File: config.mk
export PLATFORM = sky130hd
export DESIGN_NAME = radio_ctrl_top
export DESIGN_NICKNAME = d
export VERILOG_FILES = /design/src/source/wb_pkg.sv /design/src/source/radio_regs_pkg.sv /design/src/source/wb_slave_if.sv /design/src/source/wb_decoder.sv /design/src/source/misc_regs.sv /design/src/source/settings_bus.sv /design/src/source/vita_timer.sv /design/src/source/readback_mux.sv /design/src/source/radio_ctrl_top.sv
export SDC_FILE = /design/constraint.sdc
export NUM_CORES = 1
export LEC_CHECK = 0
export ABC_AREA = 0
export ABC_CLOCK_PERIOD_IN_PS = 12600
export BUFFER_PORTS_ARGS = -buffer_cell sky130_fd_sc_hd__buf_2
export CELL_PAD_IN_SITES_DETAIL_PLACEMENT = 1
export CELL_PAD_IN_SITES_GLOBAL_PLACEMENT = 2
export CORE_ASPECT_RATIO = 1.2
export CORE_MARGIN = 4
export CORE_UTILIZATION = 45
export DETAILED_ROUTE_END_ITERATION = 8
export PLACE_DENSITY = 0.87
export SLEW_MARGIN = 20
export SYNTH_ARGS = -nofsm -noshare
export SYNTH_HDL_FRONTEND = slang
export SYNTH_HIERARCHICAL = 1
export SYNTH_SLANG_ARGS = --single-unit
File: constraint.sdc
create_clock -name wb_clk -period 12.6 [get_ports wb_clk]
set_clock_uncertainty 0.15 [all_clocks]
set_input_delay 0.63 -clock wb_clk [delete_from_list [all_inputs] [get_ports wb_clk]]
set_output_delay 0.63 -clock wb_clk [all_outputs]
set_load 0.02 [all_outputs]
File: src/source/wb_pkg.sv
// register bus widths and slave decode values, imported by the decoder and every bus slave
package wb_pkg;

   ////////////////////////////////////////////////////////////
   // bus geometry

   localparam int WB_AW       = 11;   // byte address width
   localparam int WB_DW       = 16;   // data width
   localparam int WB_SW       = 2;    // one select per byte lane
   localparam int SLAVE_SEL_W = 4;    // top address bits used for decode

   typedef logic [WB_AW-1:0]       wb_adr_t;
   typedef logic [WB_DW-1:0]       wb_dat_t;
   typedef logic [WB_SW-1:0]       wb_sel_t;
   typedef logic [SLAVE_SEL_W-1:0] slave_sel_t;

   ////////////////////////////////////////////////////////////
   // slave decode

   localparam slave_sel_t SLAVE_MISC     = 4'd0;
   localparam slave_sel_t SLAVE_READBACK = 4'd7;

   // settings bus covers decode values 8..15, so one bit is enough
   localparam int SETTINGS_DECODE_BIT = 10;

endpackage

File: src/source/radio_regs_pkg.sv
// settings and misc register map, readback word map and radio timer types for the control plane
package radio_regs_pkg;

   ////////////////////////////////////////////////////////////
   // settings bus

   typedef logic [7:0]  set_addr_t;
   typedef logic [31:0] set_data_t;
   typedef logic [63:0] vita_time_t;

   localparam set_addr_t SR_TIME64     = 8'd42;   // +0 pending hi, +1 pending lo, +2 load mode
   localparam set_addr_t SR_REG_TEST32 = 8'd60;

   ////////////////////////////////////////////////////////////
   // misc register slave, decoded on address bits 6..0

   localparam logic [6:0]  REG_CGEN_CTRL   = 7'd4;    // rw
   localparam logic [6:0]  REG_CGEN_ST     = 7'd6;    // ro
   localparam logic [6:0]  REG_TEST        = 7'd8;    // rw scratch
   localparam logic [15:0] MISC_FILLER     = 16'hBEEF;
   localparam logic [1:0]  CGEN_CTRL_RESET = 2'b11;   // sync_b and ref_sel idle high

   ////////////////////////////////////////////////////////////
   // readback mux

   // bump when the register map changes in an incompatible way
   localparam set_data_t COMPAT_NUM = {16'd9, 16'd2};   // major, minor

   localparam logic [3:0] RB_TIME_HI = 4'd0;
   localparam logic [3:0] RB_TIME_LO = 4'd1;
   localparam logic [3:0] RB_PPS_HI  = 4'd2;
   localparam logic [3:0] RB_PPS_LO  = 4'd3;
   localparam logic [3:0] RB_TEST32  = 4'd4;
   localparam logic [3:0] RB_COMPAT  = 4'd6;

endpackage

File: src/source/wb_slave_if.sv
// one decoded register bus slave port, driven by the decoder and answered by a slave
`timescale 1ns/1ns

interface wb_slave_if import wb_pkg::*; ();

   wb_adr_t adr;
   wb_dat_t dat_w;    // master to slave
   wb_dat_t dat_r;    // slave to master
   wb_sel_t sel;
   logic    we;
   logic    cyc;
   logic    stb;
   logic    ack;

   modport master
   (
      output adr, dat_w, sel, we, cyc, stb,
      input  dat_r, ack
   );

   modport slave
   (
      input  adr, dat_w, sel, we, cyc, stb,
      output dat_r, ack
   );

endinterface

File: src/source/wb_decoder.sv
// single master register bus decoder, steers strobes to misc, readback and settings slaves
`timescale 1ns/1ns

module wb_decoder import wb_pkg::*;
(
   input  logic       wb_cyc_i,
   input  logic       wb_stb_i,
   input  logic       wb_we_i,
   input  wb_adr_t    wb_adr_i,
   input  wb_dat_t    wb_dat_i,
   input  wb_sel_t    wb_sel_i,
   output wb_dat_t    wb_dat_o,
   output logic       wb_ack_o,
   wb_slave_if.master misc_o,
   wb_slave_if.master rb_o,
   wb_slave_if.master set_o
);

   slave_sel_t slave_sel;
   logic       hit_set;
   logic       hit_misc;
   logic       hit_rb;

   assign slave_sel = wb_adr_i[WB_AW-1 -: SLAVE_SEL_W];
   assign hit_set   = wb_adr_i[SETTINGS_DECODE_BIT];
   assign hit_misc  = ~hit_set & (slave_sel == SLAVE_MISC);
   assign hit_rb    = ~hit_set & (slave_sel == SLAVE_READBACK);

   ////////////////////////////////////////////////////////////
   // request side, shared fields fan out, strobes are gated

   assign misc_o.adr   = wb_adr_i;
   assign misc_o.dat_w = wb_dat_i;
   assign misc_o.sel   = wb_sel_i;
   assign misc_o.we    = wb_we_i;
   assign misc_o.cyc   = wb_cyc_i & hit_misc;
   assign misc_o.stb   = wb_stb_i & hit_misc;

   assign rb_o.adr     = wb_adr_i;
   assign rb_o.dat_w   = wb_dat_i;
   assign rb_o.sel     = wb_sel_i;
   assign rb_o.we      = wb_we_i;
   assign rb_o.cyc     = wb_cyc_i & hit_rb;
   assign rb_o.stb     = wb_stb_i & hit_rb;

   assign set_o.adr    = wb_adr_i;
   assign set_o.dat_w  = wb_dat_i;
   assign set_o.sel    = wb_sel_i;
   assign set_o.we     = wb_we_i;
   assign set_o.cyc    = wb_cyc_i & hit_set;
   assign set_o.stb    = wb_stb_i & hit_set;

   ////////////////////////////////////////////////////////////
   // response side

   always_comb
   begin
      wb_dat_o = '0;      // unmapped space reads zero and never acks
      wb_ack_o = 1'b0;
      if (hit_set)
      begin
         wb_dat_o = set_o.dat_r;
         wb_ack_o = set_o.ack;
      end
      else if (hit_misc)
      begin
         wb_dat_o = misc_o.dat_r;
         wb_ack_o = misc_o.ack;
      end
      else if (hit_rb)
      begin
         wb_dat_o = rb_o.dat_r;
         wb_ack_o = rb_o.ack;
      end
   end

endmodule

File: src/source/misc_regs.sv
// misc register slave with clock generator control and status plus a scratch register
`timescale 1ns/1ns

module misc_regs import wb_pkg::*, radio_regs_pkg::*;
(
   input  logic      wb_clk,
   input  logic      wb_rst,
   wb_slave_if.slave bus_i,
   input  logic      cgen_st_status_i,
   input  logic      cgen_st_ld_i,
   input  logic      cgen_st_refmon_i,
   output logic      cgen_sync_b_o,
   output logic      cgen_ref_sel_o
);

   wb_dat_t    reg_cgen_ctrl;
   wb_dat_t    reg_test;
   logic [6:0] reg_adr;
   logic       wr_en;

   assign reg_adr = bus_i.adr[6:0];
   assign wr_en   = bus_i.cyc & bus_i.stb & bus_i.we;

   always_ff @(posedge wb_clk)
   begin
      if (wb_rst)
      begin
         reg_cgen_ctrl <= {14'd0, CGEN_CTRL_RESET};
         reg_test      <= '0;
      end
      else if (wr_en)
      begin
         if (reg_adr == REG_CGEN_CTRL)
            reg_cgen_ctrl <= bus_i.dat_w;
         // scratch honours the byte lanes
         if (reg_adr == REG_TEST && bus_i.sel[1])
            reg_test[15:8] <= bus_i.dat_w[15:8];
         if (reg_adr == REG_TEST && bus_i.sel[0])
            reg_test[7:0] <= bus_i.dat_w[7:0];
      end
   end

   assign {cgen_sync_b_o, cgen_ref_sel_o} = reg_cgen_ctrl[1:0];

   always_comb
   begin
      case (reg_adr)
         REG_CGEN_CTRL : bus_i.dat_r = reg_cgen_ctrl;
         REG_CGEN_ST   : bus_i.dat_r = {13'd0, cgen_st_status_i, cgen_st_ld_i, cgen_st_refmon_i};
         REG_TEST      : bus_i.dat_r = reg_test;
         default       : bus_i.dat_r = MISC_FILLER;
      endcase
   end

   assign bus_i.ack = bus_i.stb & bus_i.cyc;   // zero wait state

endmodule

File: src/source/settings_bus.sv
// joins pairs of 16-bit register bus writes into 32-bit settings bus strobes
`timescale 1ns/1ns

module settings_bus import wb_pkg::*, radio_regs_pkg::*;
(
   input  logic      wb_clk,
   input  logic      wb_rst,
   wb_slave_if.slave bus_i,
   output logic      set_stb_o,
   output set_addr_t set_addr_o,
   output set_data_t set_data_o
);

   wb_dat_t low_half;    // held until the high half arrives
   logic    ack_r;
   logic    done_r;      // access already answered, wait for stb to drop
   logic    take;

   assign take = bus_i.cyc & bus_i.stb & ~ack_r & ~done_r;

   ////////////////////////////////////////////////////////////
   // handshake and strobe

   always_ff @(posedge wb_clk)
   begin
      if (wb_rst)
      begin
         ack_r     <= 1'b0;
         done_r    <= 1'b0;
         set_stb_o <= 1'b0;
      end
      else
      begin
         ack_r     <= take;
         set_stb_o <= take & bus_i.we & bus_i.adr[1];   // lines up with the ack
         if (!bus_i.stb)
            done_r <= 1'b0;
         else if (ack_r)
            done_r <= 1'b1;
      end
   end

   ////////////////////////////////////////////////////////////
   // data path

   always_ff @(posedge wb_clk)
   begin
      if (take & bus_i.we)
      begin
         if (bus_i.adr[1])
         begin
            set_addr_o <= bus_i.adr[SETTINGS_DECODE_BIT-1:2];
            set_data_o <= {bus_i.dat_w, low_half};
         end
         else
            low_half <= bus_i.dat_w;
      end
   end

   assign bus_i.ack   = ack_r;
   assign bus_i.dat_r = '0;   // write only

endmodule

File: src/source/vita_timer.sv
// 64-bit radio time counter, loaded from the settings bus at once or on the next PPS edge
`timescale 1ns/1ns

module vita_timer import radio_regs_pkg::*;
#(
   parameter set_addr_t BASE = SR_TIME64
)
(
   input  logic       wb_clk,
   input  logic       wb_rst,
   input  logic       set_stb_i,
   input  set_addr_t  set_addr_i,
   input  set_data_t  set_data_i,
   input  logic       pps_i,
   output vita_time_t vita_time_o,
   output vita_time_t vita_time_pps_o
);

   set_data_t  pending_hi;
   set_data_t  pending_lo;
   vita_time_t pending;
   logic       wr_hi;
   logic       wr_lo;
   logic       wr_mode;
   logic       load_now_r;   // immediate load, one cycle after the mode write
   logic       armed_r;      // load waits for the next PPS edge
   logic [1:0] pps_sync;
   logic       pps_last;
   logic       pps_edge;

   assign wr_hi   = set_stb_i & (set_addr_i == BASE);
   assign wr_lo   = set_stb_i & (set_addr_i == set_addr_t'(BASE + 1));
   assign wr_mode = set_stb_i & (set_addr_i == set_addr_t'(BASE + 2));
   assign pending = {pending_hi, pending_lo};

   always_ff @(posedge wb_clk)
   begin
      if (wr_hi)
         pending_hi <= set_data_i;
      if (wr_lo)
         pending_lo <= set_data_i;
   end

   ////////////////////////////////////////////////////////////
   // PPS synchronizer and rising edge

   always_ff @(posedge wb_clk)
   begin
      if (wb_rst)
      begin
         pps_sync <= '0;
         pps_last <= 1'b0;
      end
      else
      begin
         pps_sync <= {pps_sync[0], pps_i};
         pps_last <= pps_sync[1];
      end
   end

   assign pps_edge = pps_sync[1] & ~pps_last;

   ////////////////////////////////////////////////////////////
   // load control

   always_ff @(posedge wb_clk)
   begin
      if (wb_rst)
      begin
         load_now_r <= 1'b0;
         armed_r    <= 1'b0;
      end
      else
      begin
         load_now_r <= wr_mode & set_data_i[0];
         if (wr_mode)
            armed_r <= ~set_data_i[0];
         else if (pps_edge)
            armed_r <= 1'b0;   // one shot
      end
   end

   ////////////////////////////////////////////////////////////
   // counter and PPS latch

   always_ff @(posedge wb_clk)
   begin
      if (wb_rst)
      begin
         vita_time_o     <= '0;
         vita_time_pps_o <= '0;
      end
      else
      begin
         if (load_now_r | (pps_edge & armed_r))
            vita_time_o <= pending;
         else
            vita_time_o <= vita_time_o + 64'd1;
         if (pps_edge)
            vita_time_pps_o <= armed_r ? pending : vita_time_o;
      end
   end

endmodule

File: src/source/readback_mux.sv
// serves 32-bit status words as 16-bit halves on the register bus, holds the test32 setting
`timescale 1ns/1ns

module readback_mux import wb_pkg::*, radio_regs_pkg::*;
#(
   parameter set_addr_t TEST32_ADDR = SR_REG_TEST32
)
(
   input  logic       wb_clk,
   input  logic       wb_rst,
   wb_slave_if.slave  bus_i,
   input  logic       set_stb_i,
   input  set_addr_t  set_addr_i,
   input  set_data_t  set_data_i,
   input  vita_time_t vita_time_i,
   input  vita_time_t vita_time_pps_i
);

   set_data_t  test32_r;
   set_data_t  word;
   logic [3:0] word_idx;
   wb_dat_t    dat_r;
   logic       ack_r;
   logic       done_r;
   logic       take;

   always_ff @(posedge wb_clk)
   begin
      if (wb_rst)
         test32_r <= '0;
      else if (set_stb_i && set_addr_i == TEST32_ADDR)
         test32_r <= set_data_i;
   end

   ////////////////////////////////////////////////////////////
   // word select

   assign word_idx = bus_i.adr[5:2];

   always_comb
   begin
      case (word_idx)
         RB_TIME_HI : word = vita_time_i[63:32];
         RB_TIME_LO : word = vita_time_i[31:0];
         RB_PPS_HI  : word = vita_time_pps_i[63:32];
         RB_PPS_LO  : word = vita_time_pps_i[31:0];
         RB_TEST32  : word = test32_r;
         RB_COMPAT  : word = COMPAT_NUM;
         default    : word = '0;
      endcase
   end

   ////////////////////////////////////////////////////////////
   // registered half and ack

   assign take = bus_i.cyc & bus_i.stb & ~ack_r & ~done_r;

   always_ff @(posedge wb_clk)
   begin
      if (wb_rst)
      begin
         ack_r  <= 1'b0;
         done_r <= 1'b0;
      end
      else
      begin
         ack_r <= take;
         if (!bus_i.stb)
            done_r <= 1'b0;
         else if (ack_r)
            done_r <= 1'b1;
      end
   end

   always_ff @(posedge wb_clk)
   begin
      if (take)
         dat_r <= bus_i.adr[1] ? word[31:16] : word[15:0];   // bit 1 picks the high half
   end

   assign bus_i.dat_r = dat_r;
   assign bus_i.ack   = ack_r;

endmodule

File: src/source/radio_ctrl_top.sv
// control plane top level of the radio core, one register bus master port in, slaves below
`timescale 1ns/1ns

module radio_ctrl_top import wb_pkg::*, radio_regs_pkg::*;
#(
   parameter set_addr_t TIME_BASE   = SR_TIME64,
   parameter set_addr_t TEST32_ADDR = SR_REG_TEST32
)
(
   input  logic    wb_clk,
   input  logic    wb_rst,
   // register bus master
   input  logic    wb_cyc_i,
   input  logic    wb_stb_i,
   input  logic    wb_we_i,
   input  wb_adr_t wb_adr_i,
   input  wb_dat_t wb_dat_i,
   input  wb_sel_t wb_sel_i,
   output wb_dat_t wb_dat_o,
   output logic    wb_ack_o,
   // clock generator
   input  logic    cgen_st_status_i,
   input  logic    cgen_st_ld_i,
   input  logic    cgen_st_refmon_i,
   output logic    cgen_sync_b_o,
   output logic    cgen_ref_sel_o,
   input  logic    pps_i
);

   logic       set_stb;
   set_addr_t  set_addr;
   set_data_t  set_data;
   vita_time_t vita_time;
   vita_time_t vita_time_pps;

   wb_slave_if misc_bus ();
   wb_slave_if rb_bus ();
   wb_slave_if set_bus ();

   ////////////////////////////////////////////////////////////
   // bus decode

   wb_decoder u_decoder
   (
      .wb_cyc_i (wb_cyc_i), .wb_stb_i (wb_stb_i), .wb_we_i  (wb_we_i),
      .wb_adr_i (wb_adr_i), .wb_dat_i (wb_dat_i), .wb_sel_i (wb_sel_i),
      .wb_dat_o (wb_dat_o), .wb_ack_o (wb_ack_o),
      .misc_o   (misc_bus), .rb_o     (rb_bus),   .set_o    (set_bus)
   );

   ////////////////////////////////////////////////////////////
   // slaves

   misc_regs u_misc_regs
   (
      .wb_clk           (wb_clk),           .wb_rst         (wb_rst),
      .bus_i            (misc_bus),
      .cgen_st_status_i (cgen_st_status_i), .cgen_st_ld_i   (cgen_st_ld_i),
      .cgen_st_refmon_i (cgen_st_refmon_i),
      .cgen_sync_b_o    (cgen_sync_b_o),    .cgen_ref_sel_o (cgen_ref_sel_o)
   );

   settings_bus u_settings_bus
   (
      .wb_clk     (wb_clk),   .wb_rst     (wb_rst),   .bus_i      (set_bus),
      .set_stb_o  (set_stb),  .set_addr_o (set_addr), .set_data_o (set_data)
   );

   readback_mux #(.TEST32_ADDR(TEST32_ADDR)) u_readback_mux
   (
      .wb_clk      (wb_clk),    .wb_rst          (wb_rst),        .bus_i      (rb_bus),
      .set_stb_i   (set_stb),   .set_addr_i      (set_addr),      .set_data_i (set_data),
      .vita_time_i (vita_time), .vita_time_pps_i (vita_time_pps)
   );

   ////////////////////////////////////////////////////////////
   // radio time

   vita_timer #(.BASE(TIME_BASE)) u_vita_timer
   (
      .wb_clk      (wb_clk),    .wb_rst          (wb_rst),
      .set_stb_i   (set_stb),   .set_addr_i      (set_addr),      .set_data_i (set_data),
      .pps_i       (pps_i),
      .vita_time_o (vita_time), .vita_time_pps_o (vita_time_pps)
   );

endmodule

=== Word level (Yosys, flattened, before mapping) ===
Index checks and enable logic that the tools add are counted.

* Flip-flop bits (word level): 338
* Input bits: 38
* Output and inout bits: 19
* Word-level logic and storage cells: 96

* $add $sub $neg: 1
* Eq/ne operators: 13
* Mux-type cells: 13
* Bitwise gates (word level): 35
* Reduce and logical (&&, ||, !) cells: 13

{| class="wikitable"
|+ Operators with widths
! kind !! number
|-
| $pmux W32 S6 || 1
|-
| $mux W64 || 2
|-
| $add A64 B1 Y64 const B || 1
|-
| $mux W16 || 4
|-
| $pmux W16 S3 || 1
|-
| $eq A8 B6 Y1 const B || 4
|-
| $and A1 B1 Y1 || 24
|-
| $eq A7 B3 Y1 const B || 2
|-
| $eq A4 B3 Y1 const B || 3
|-
| $not A1 Y1 || 10
|-
| $reduce_and A2 Y1 || 5
|-
| $eq A4 B2 Y1 const B || 2
|-
| $logic_not A4 Y1 || 2
|-
| $eq A7 B4 Y1 const B || 1
|-
| $mux W1 || 5
|-
| $eq A4 B1 Y1 const B || 1
|-
| $reduce_or A2 Y1 || 2
|-
| $logic_and A1 B1 Y1 || 3
|-
| $reduce_bool A2 Y1 || 1
|-
| $or A1 B1 Y1 || 1
|}

=== Logic depth before layout (Yosys ltp) ===
* Depth in word-level cells: 6
* Depth in mapped cells: 9
* Mapped depth without buffers: 7

=== Cells and area by module ===
The synthesis kept the hierarchy.

{| class="wikitable"
|+ By module, submodules not included
! module !! instances !! cells each !! area each (um^2)
|-
| vita_timer || 1 || 791 || 8,338.0
|-
| readback_mux || 1 || 293 || 2,996.6
|-
| settings_bus || 1 || 87 || 1,928.1
|-
| misc_regs || 1 || 192 || 1,737.9
|-
| wb_decoder || 1 || 173 || 1,156.1
|}

=== Worst setup path after synthesis ===
OpenSTA, ideal clock, no wires.

* Path type: flip-flop to flip-flop
* From: register u_settings_bus.set_addr_o[7]
* To: register u_vita_timer.pending_hi[0], enable pin
* Library setup time: 0.513 ns
* Arrival time: 4.132 ns
* Path slack: 7.805 ns
* Cell stages (with the launch flop): 4
* Path buffers: 0
* Period minus slack after synthesis: 4.795 ns
* Path through: edfxtp_1 -> nor4bb_1 -> nand3b_1 -> nor4b_1

* Cells in the longest elaborated chain, start to end: 2

{| class="wikitable"
|+ RTL lines
! item !! line !! text
|-
| start, declared || settings_bus.sv:10 || <nowiki>output set_addr_t set_addr_o,</nowiki>
|-
| start signal, assigned || settings_bus.sv:52 || <nowiki>set_addr_o <= bus_i.adr[SETTINGS_DECODE_BIT-1:2];</nowiki>
|-
| $eq A8 B6 Y1 || vita_timer.sv:31 || <nowiki>assign wr_hi = set_stb_i & (set_addr_i == BASE);</nowiki>
|-
| $and A1 B1 Y1 || vita_timer.sv:31 ||
|-
| net u_vita_timer.wr_hi || vita_timer.sv:22 || <nowiki>logic wr_hi;</nowiki>
|-
| end signal, assigned || vita_timer.sv:39 || <nowiki>pending_hi <= set_data_i;</nowiki>
|-
| end, declared || vita_timer.sv:19 || <nowiki>set_data_t pending_hi;</nowiki>
|}

The timed path passes the listed nets, and every way through them passes these cells.
A chain may end at the register's enable or synchronous reset.

=== Worst setup path after layout ===
* From: input port wb_adr_i[3]
* To: output port wb_dat_o[15]

* Cells in the longest elaborated chain, start to end: 4
* Elaborated cells between the ends (all ways): 6
* Classes of those cells: eq/ne (3); mux (3)

{| class="wikitable"
|+ RTL lines
! item !! line !! text
|-
| start, declared || radio_ctrl_top.sv:16 || <nowiki>input wb_adr_t wb_adr_i,</nowiki>
|-
| $eq A7 B4 Y1 or $eq A7 B3 Y1 (tied branches) || misc_regs.sv:47 || <nowiki>case (reg_adr)</nowiki>
|-
| $pmux W16 S3 (*) || misc_regs.sv:47 ||
|-
| net misc_bus.dat_r[15] || wb_slave_if.sv:8 || <nowiki>wb_dat_t dat_r;</nowiki>
|-
| $mux W16 (*) || wb_decoder.sv:65 || <nowiki>else if (hit_misc)</nowiki>
|-
| $mux W16 (*) || wb_decoder.sv:60 || <nowiki>if (hit_set)</nowiki>
|-
| end, declared || radio_ctrl_top.sv:19 || <nowiki>output wb_dat_t wb_dat_o,</nowiki>
|}

The timed path passes the listed nets; every way through them passes the cells marked *.

==> flow_metrics.env <==
export IMPL_htree_levels=2
export IMPL_met1_usage_pct=31.17
export IMPL_timing_final_crit_share_pct=27.44
export IMPL_maxCapViolCount=0
export IMPL_grt_pass1_wl_microns=74570
export IMPL_nets=1496
export IMPL_drive_gt1_share_pct=12.12
export IMPL_slowest_delay_ps=690
export IMPL_cp_data_arrival_time_ps=2680
export IMPL_path_clk_slew_ps=60
export IMPL_clkLatencyLatePin_ps=540
export IMPL_cts_num_sinks=338
export IMPL_syn_inst=1503
export IMPL_wl_per_cell_microns=24.88
export IMPL_min_to="u_settings_bus/set_addr_o[6]"
export IMPL_slowest_stage="buf_2"
export IMPL_floorplan_die_area_sq_um=38440
export IMPL_hold_path_depth=1
export IMPL_power_density_nw_per_um2=136.3
export IMPL_drt_first_pass_iters=7
export IMPL_start_util_pct=45.57
export IMPL_grt_busiest_layer="met2"
export IMPL_crit_type="input pin to output port"
export IMPL_status="completed"
export IMPL_cts_tree="yes"
export IMPL_die_y_microns=214.0
export IMPL_rsz0062_at_grt="false"
export IMPL_postCtsSetupBuffers=0
export IMPL_antenna_found_initial=0
export IMPL_cpMostUsedCell="buf_2"
export IMPL_track_usage_pct=24.49
export IMPL_holdWs_ps=154.6
export IMPL_p_leak_nw=5.838
export IMPL_worstSetupEndpointType="output port"
export IMPL_core_area_sq_um=34910
export IMPL_drt_initial_drc_count=875
export IMPL_ant_nets=0
export IMPL_n_antenna_cell=0
export IMPL_overflow=0
export IMPL_gp_congestion=0.8751
export IMPL_syn_area_per_cell_sq_um=10.58
export IMPL_viasPerCell=6.006
export IMPL_row_count=75
export IMPL_fin_total_pwr_mw=2.344
export IMPL_place_inst=1880
export IMPL_port_buffers=56
export IMPL_cts_buffer_depth=3
export IMPL_rr_worst_depth=6
export IMPL_setup_tns_ps=0
export IMPL_drt_total_wl_microns=48440
export IMPL_reg2reg_to="u_vita_timer/vita_time_o[57]"
export IMPL_timing_rr_start="u_vita_timer/vita_time_o[32]"
export IMPL_slew_headroom_pct=23.27
export IMPL_drc=0
export IMPL_hold_viol_final=0
export IMPL_setup_viol=0
export IMPL_instances_no_fill=1947
export IMPL_yosysWarnings=6
export IMPL_cts_resized=0
export IMPL_worstHoldPathType="input pin to flip-flop"
export IMPL_rrSetupSlack_ps=9150
export IMPL_grt_pass1_vias=12340
export IMPL_ir_drop_mv=0.1235
export IMPL_hp_start="wb_adr_i[8]"
export IMPL_io_pin_count=57
export IMPL_fp_dieW_microns=179.6
export IMPL_cp_required_ps=11820
export IMPL_met2_usage_pct=42.55
export IMPL_startpoint_type="input pin"
export IMPL_cp_max_fo=37
export IMPL_fill_cells=3786
export IMPL_critical_path_cell_chain="buf_2 -> or3b_2 -> o22ai_1 -> nand2_1 -> inv_1 -> o221ai_1 -> buf_2"
export IMPL_dp_hpwl_microns=31440
export IMPL_areaGrowthSynthToFinish_pct=8.093
export IMPL_cts_root_buffer_cell="clkbuf_16"
export IMPL_grt_max_degree=97
export IMPL_finalWorstPathRequiredPeriod_ps=3457
export IMPL_maxSlewViolCount=0
export IMPL_worst_pin_slew_ps=1140
export IMPL_fmax_mhz=289.3
export IMPL_syn_cell_area_sq_um=15910
export IMPL_use_met3_pct=3.193
export IMPL_cts_buffers=37
export IMPL_vias=11690
export IMPL_cts_hold_buf=0
registers in the layout (all words and copies together) (netlist names), 32 cells and up:
name                          count
u_vita_timer/pending_hi          32
u_vita_timer/pending_lo          32
u_vita_timer/vita_time_pps_o     64
u_settings_bus/set_data_o        32
u_readback_mux/test32_r          32
u_vita_timer/vita_time_o         64
worst max path at each step:
stage	startpoint	to	slack (ps)	cells past startpoint
floorplan	u_settings_bus/set_addr_o[7]	u_vita_timer/pending_hi[0]	7810	3
global placement	wb_adr_i[3]	wb_dat_o[11]	9200	7
detailed placement	wb_adr_i[3]	wb_dat_o[13]	9120	7
CTS	wb_adr_i[3]	wb_dat_o[15]	9130	7
global route	u_vita_timer/vita_time_o[0]	u_vita_timer/vita_time_o[60]	8950	7
finish	wb_adr_i[3]	wb_dat_o[15]	9140	7
power by group:
part,internal [mW],switching [mW]
registers,1.14,0.00866
logic,0.0371,0.0786
clock network,0.631,0.443
total,1.81,0.531
cell type report:
class                      instances  area (sq um)  area share [%]
clock buffer                      56          1110           6.454
clock inverter                    11         91.34          0.5311
inverter                          45         168.9          0.9822
timing repair buffer              76         436.7           2.539
tap                              462         578.1           3.361
sequential                       338          8132           47.29
multi-input combinational        959          6680           38.85
layer usage:
layer  up-vias  wire length, microns
met3       113                  2513
met1      5874                 20040
met5         -                     0
li1       5318                     -
met2       388                 24150
met4         0                  1728
cells in the final DEF (no fill, tap or decap), types with 27 or more instances in the layout:
| master | instances |
|---|---|
| nand2_1 | 56 |
| nor2_1 | 165 |
| a21oi_1 | 37 |
| inv_1 | 44 |
| a222oi_1 | 27 |
| clkbuf_16 | 39 |
| edfxtp_1 | 136 |
| o21ai_0 | 37 |
| mux2i_1 | 144 |
| nand2b_1 | 49 |
| a211oi_1 | 92 |
| xnor2_1 | 36 |
| dfxtp_1 | 201 |
| buf_2 | 55 |
per-stage QoR:
stage                     util (%)  setup slack, ps  area, sq um
after CTS                    49.26             9126        17200
after floorplan                  -             7805        15970
after global routing         49.26             8953        17200
after global placement       45.82             9195        15990
final                        49.26             9143        17200
after detailed placement     45.82             9121        15990
critical path: cells and delay by family:
kind	cells	cell delay, ps
AO/OA/AOI/OAI	2	320
buffers and inverters	3	970
AND/OR/NAND/NOR	2	750
Note: power is estimated with default switching activity, not from simulation.
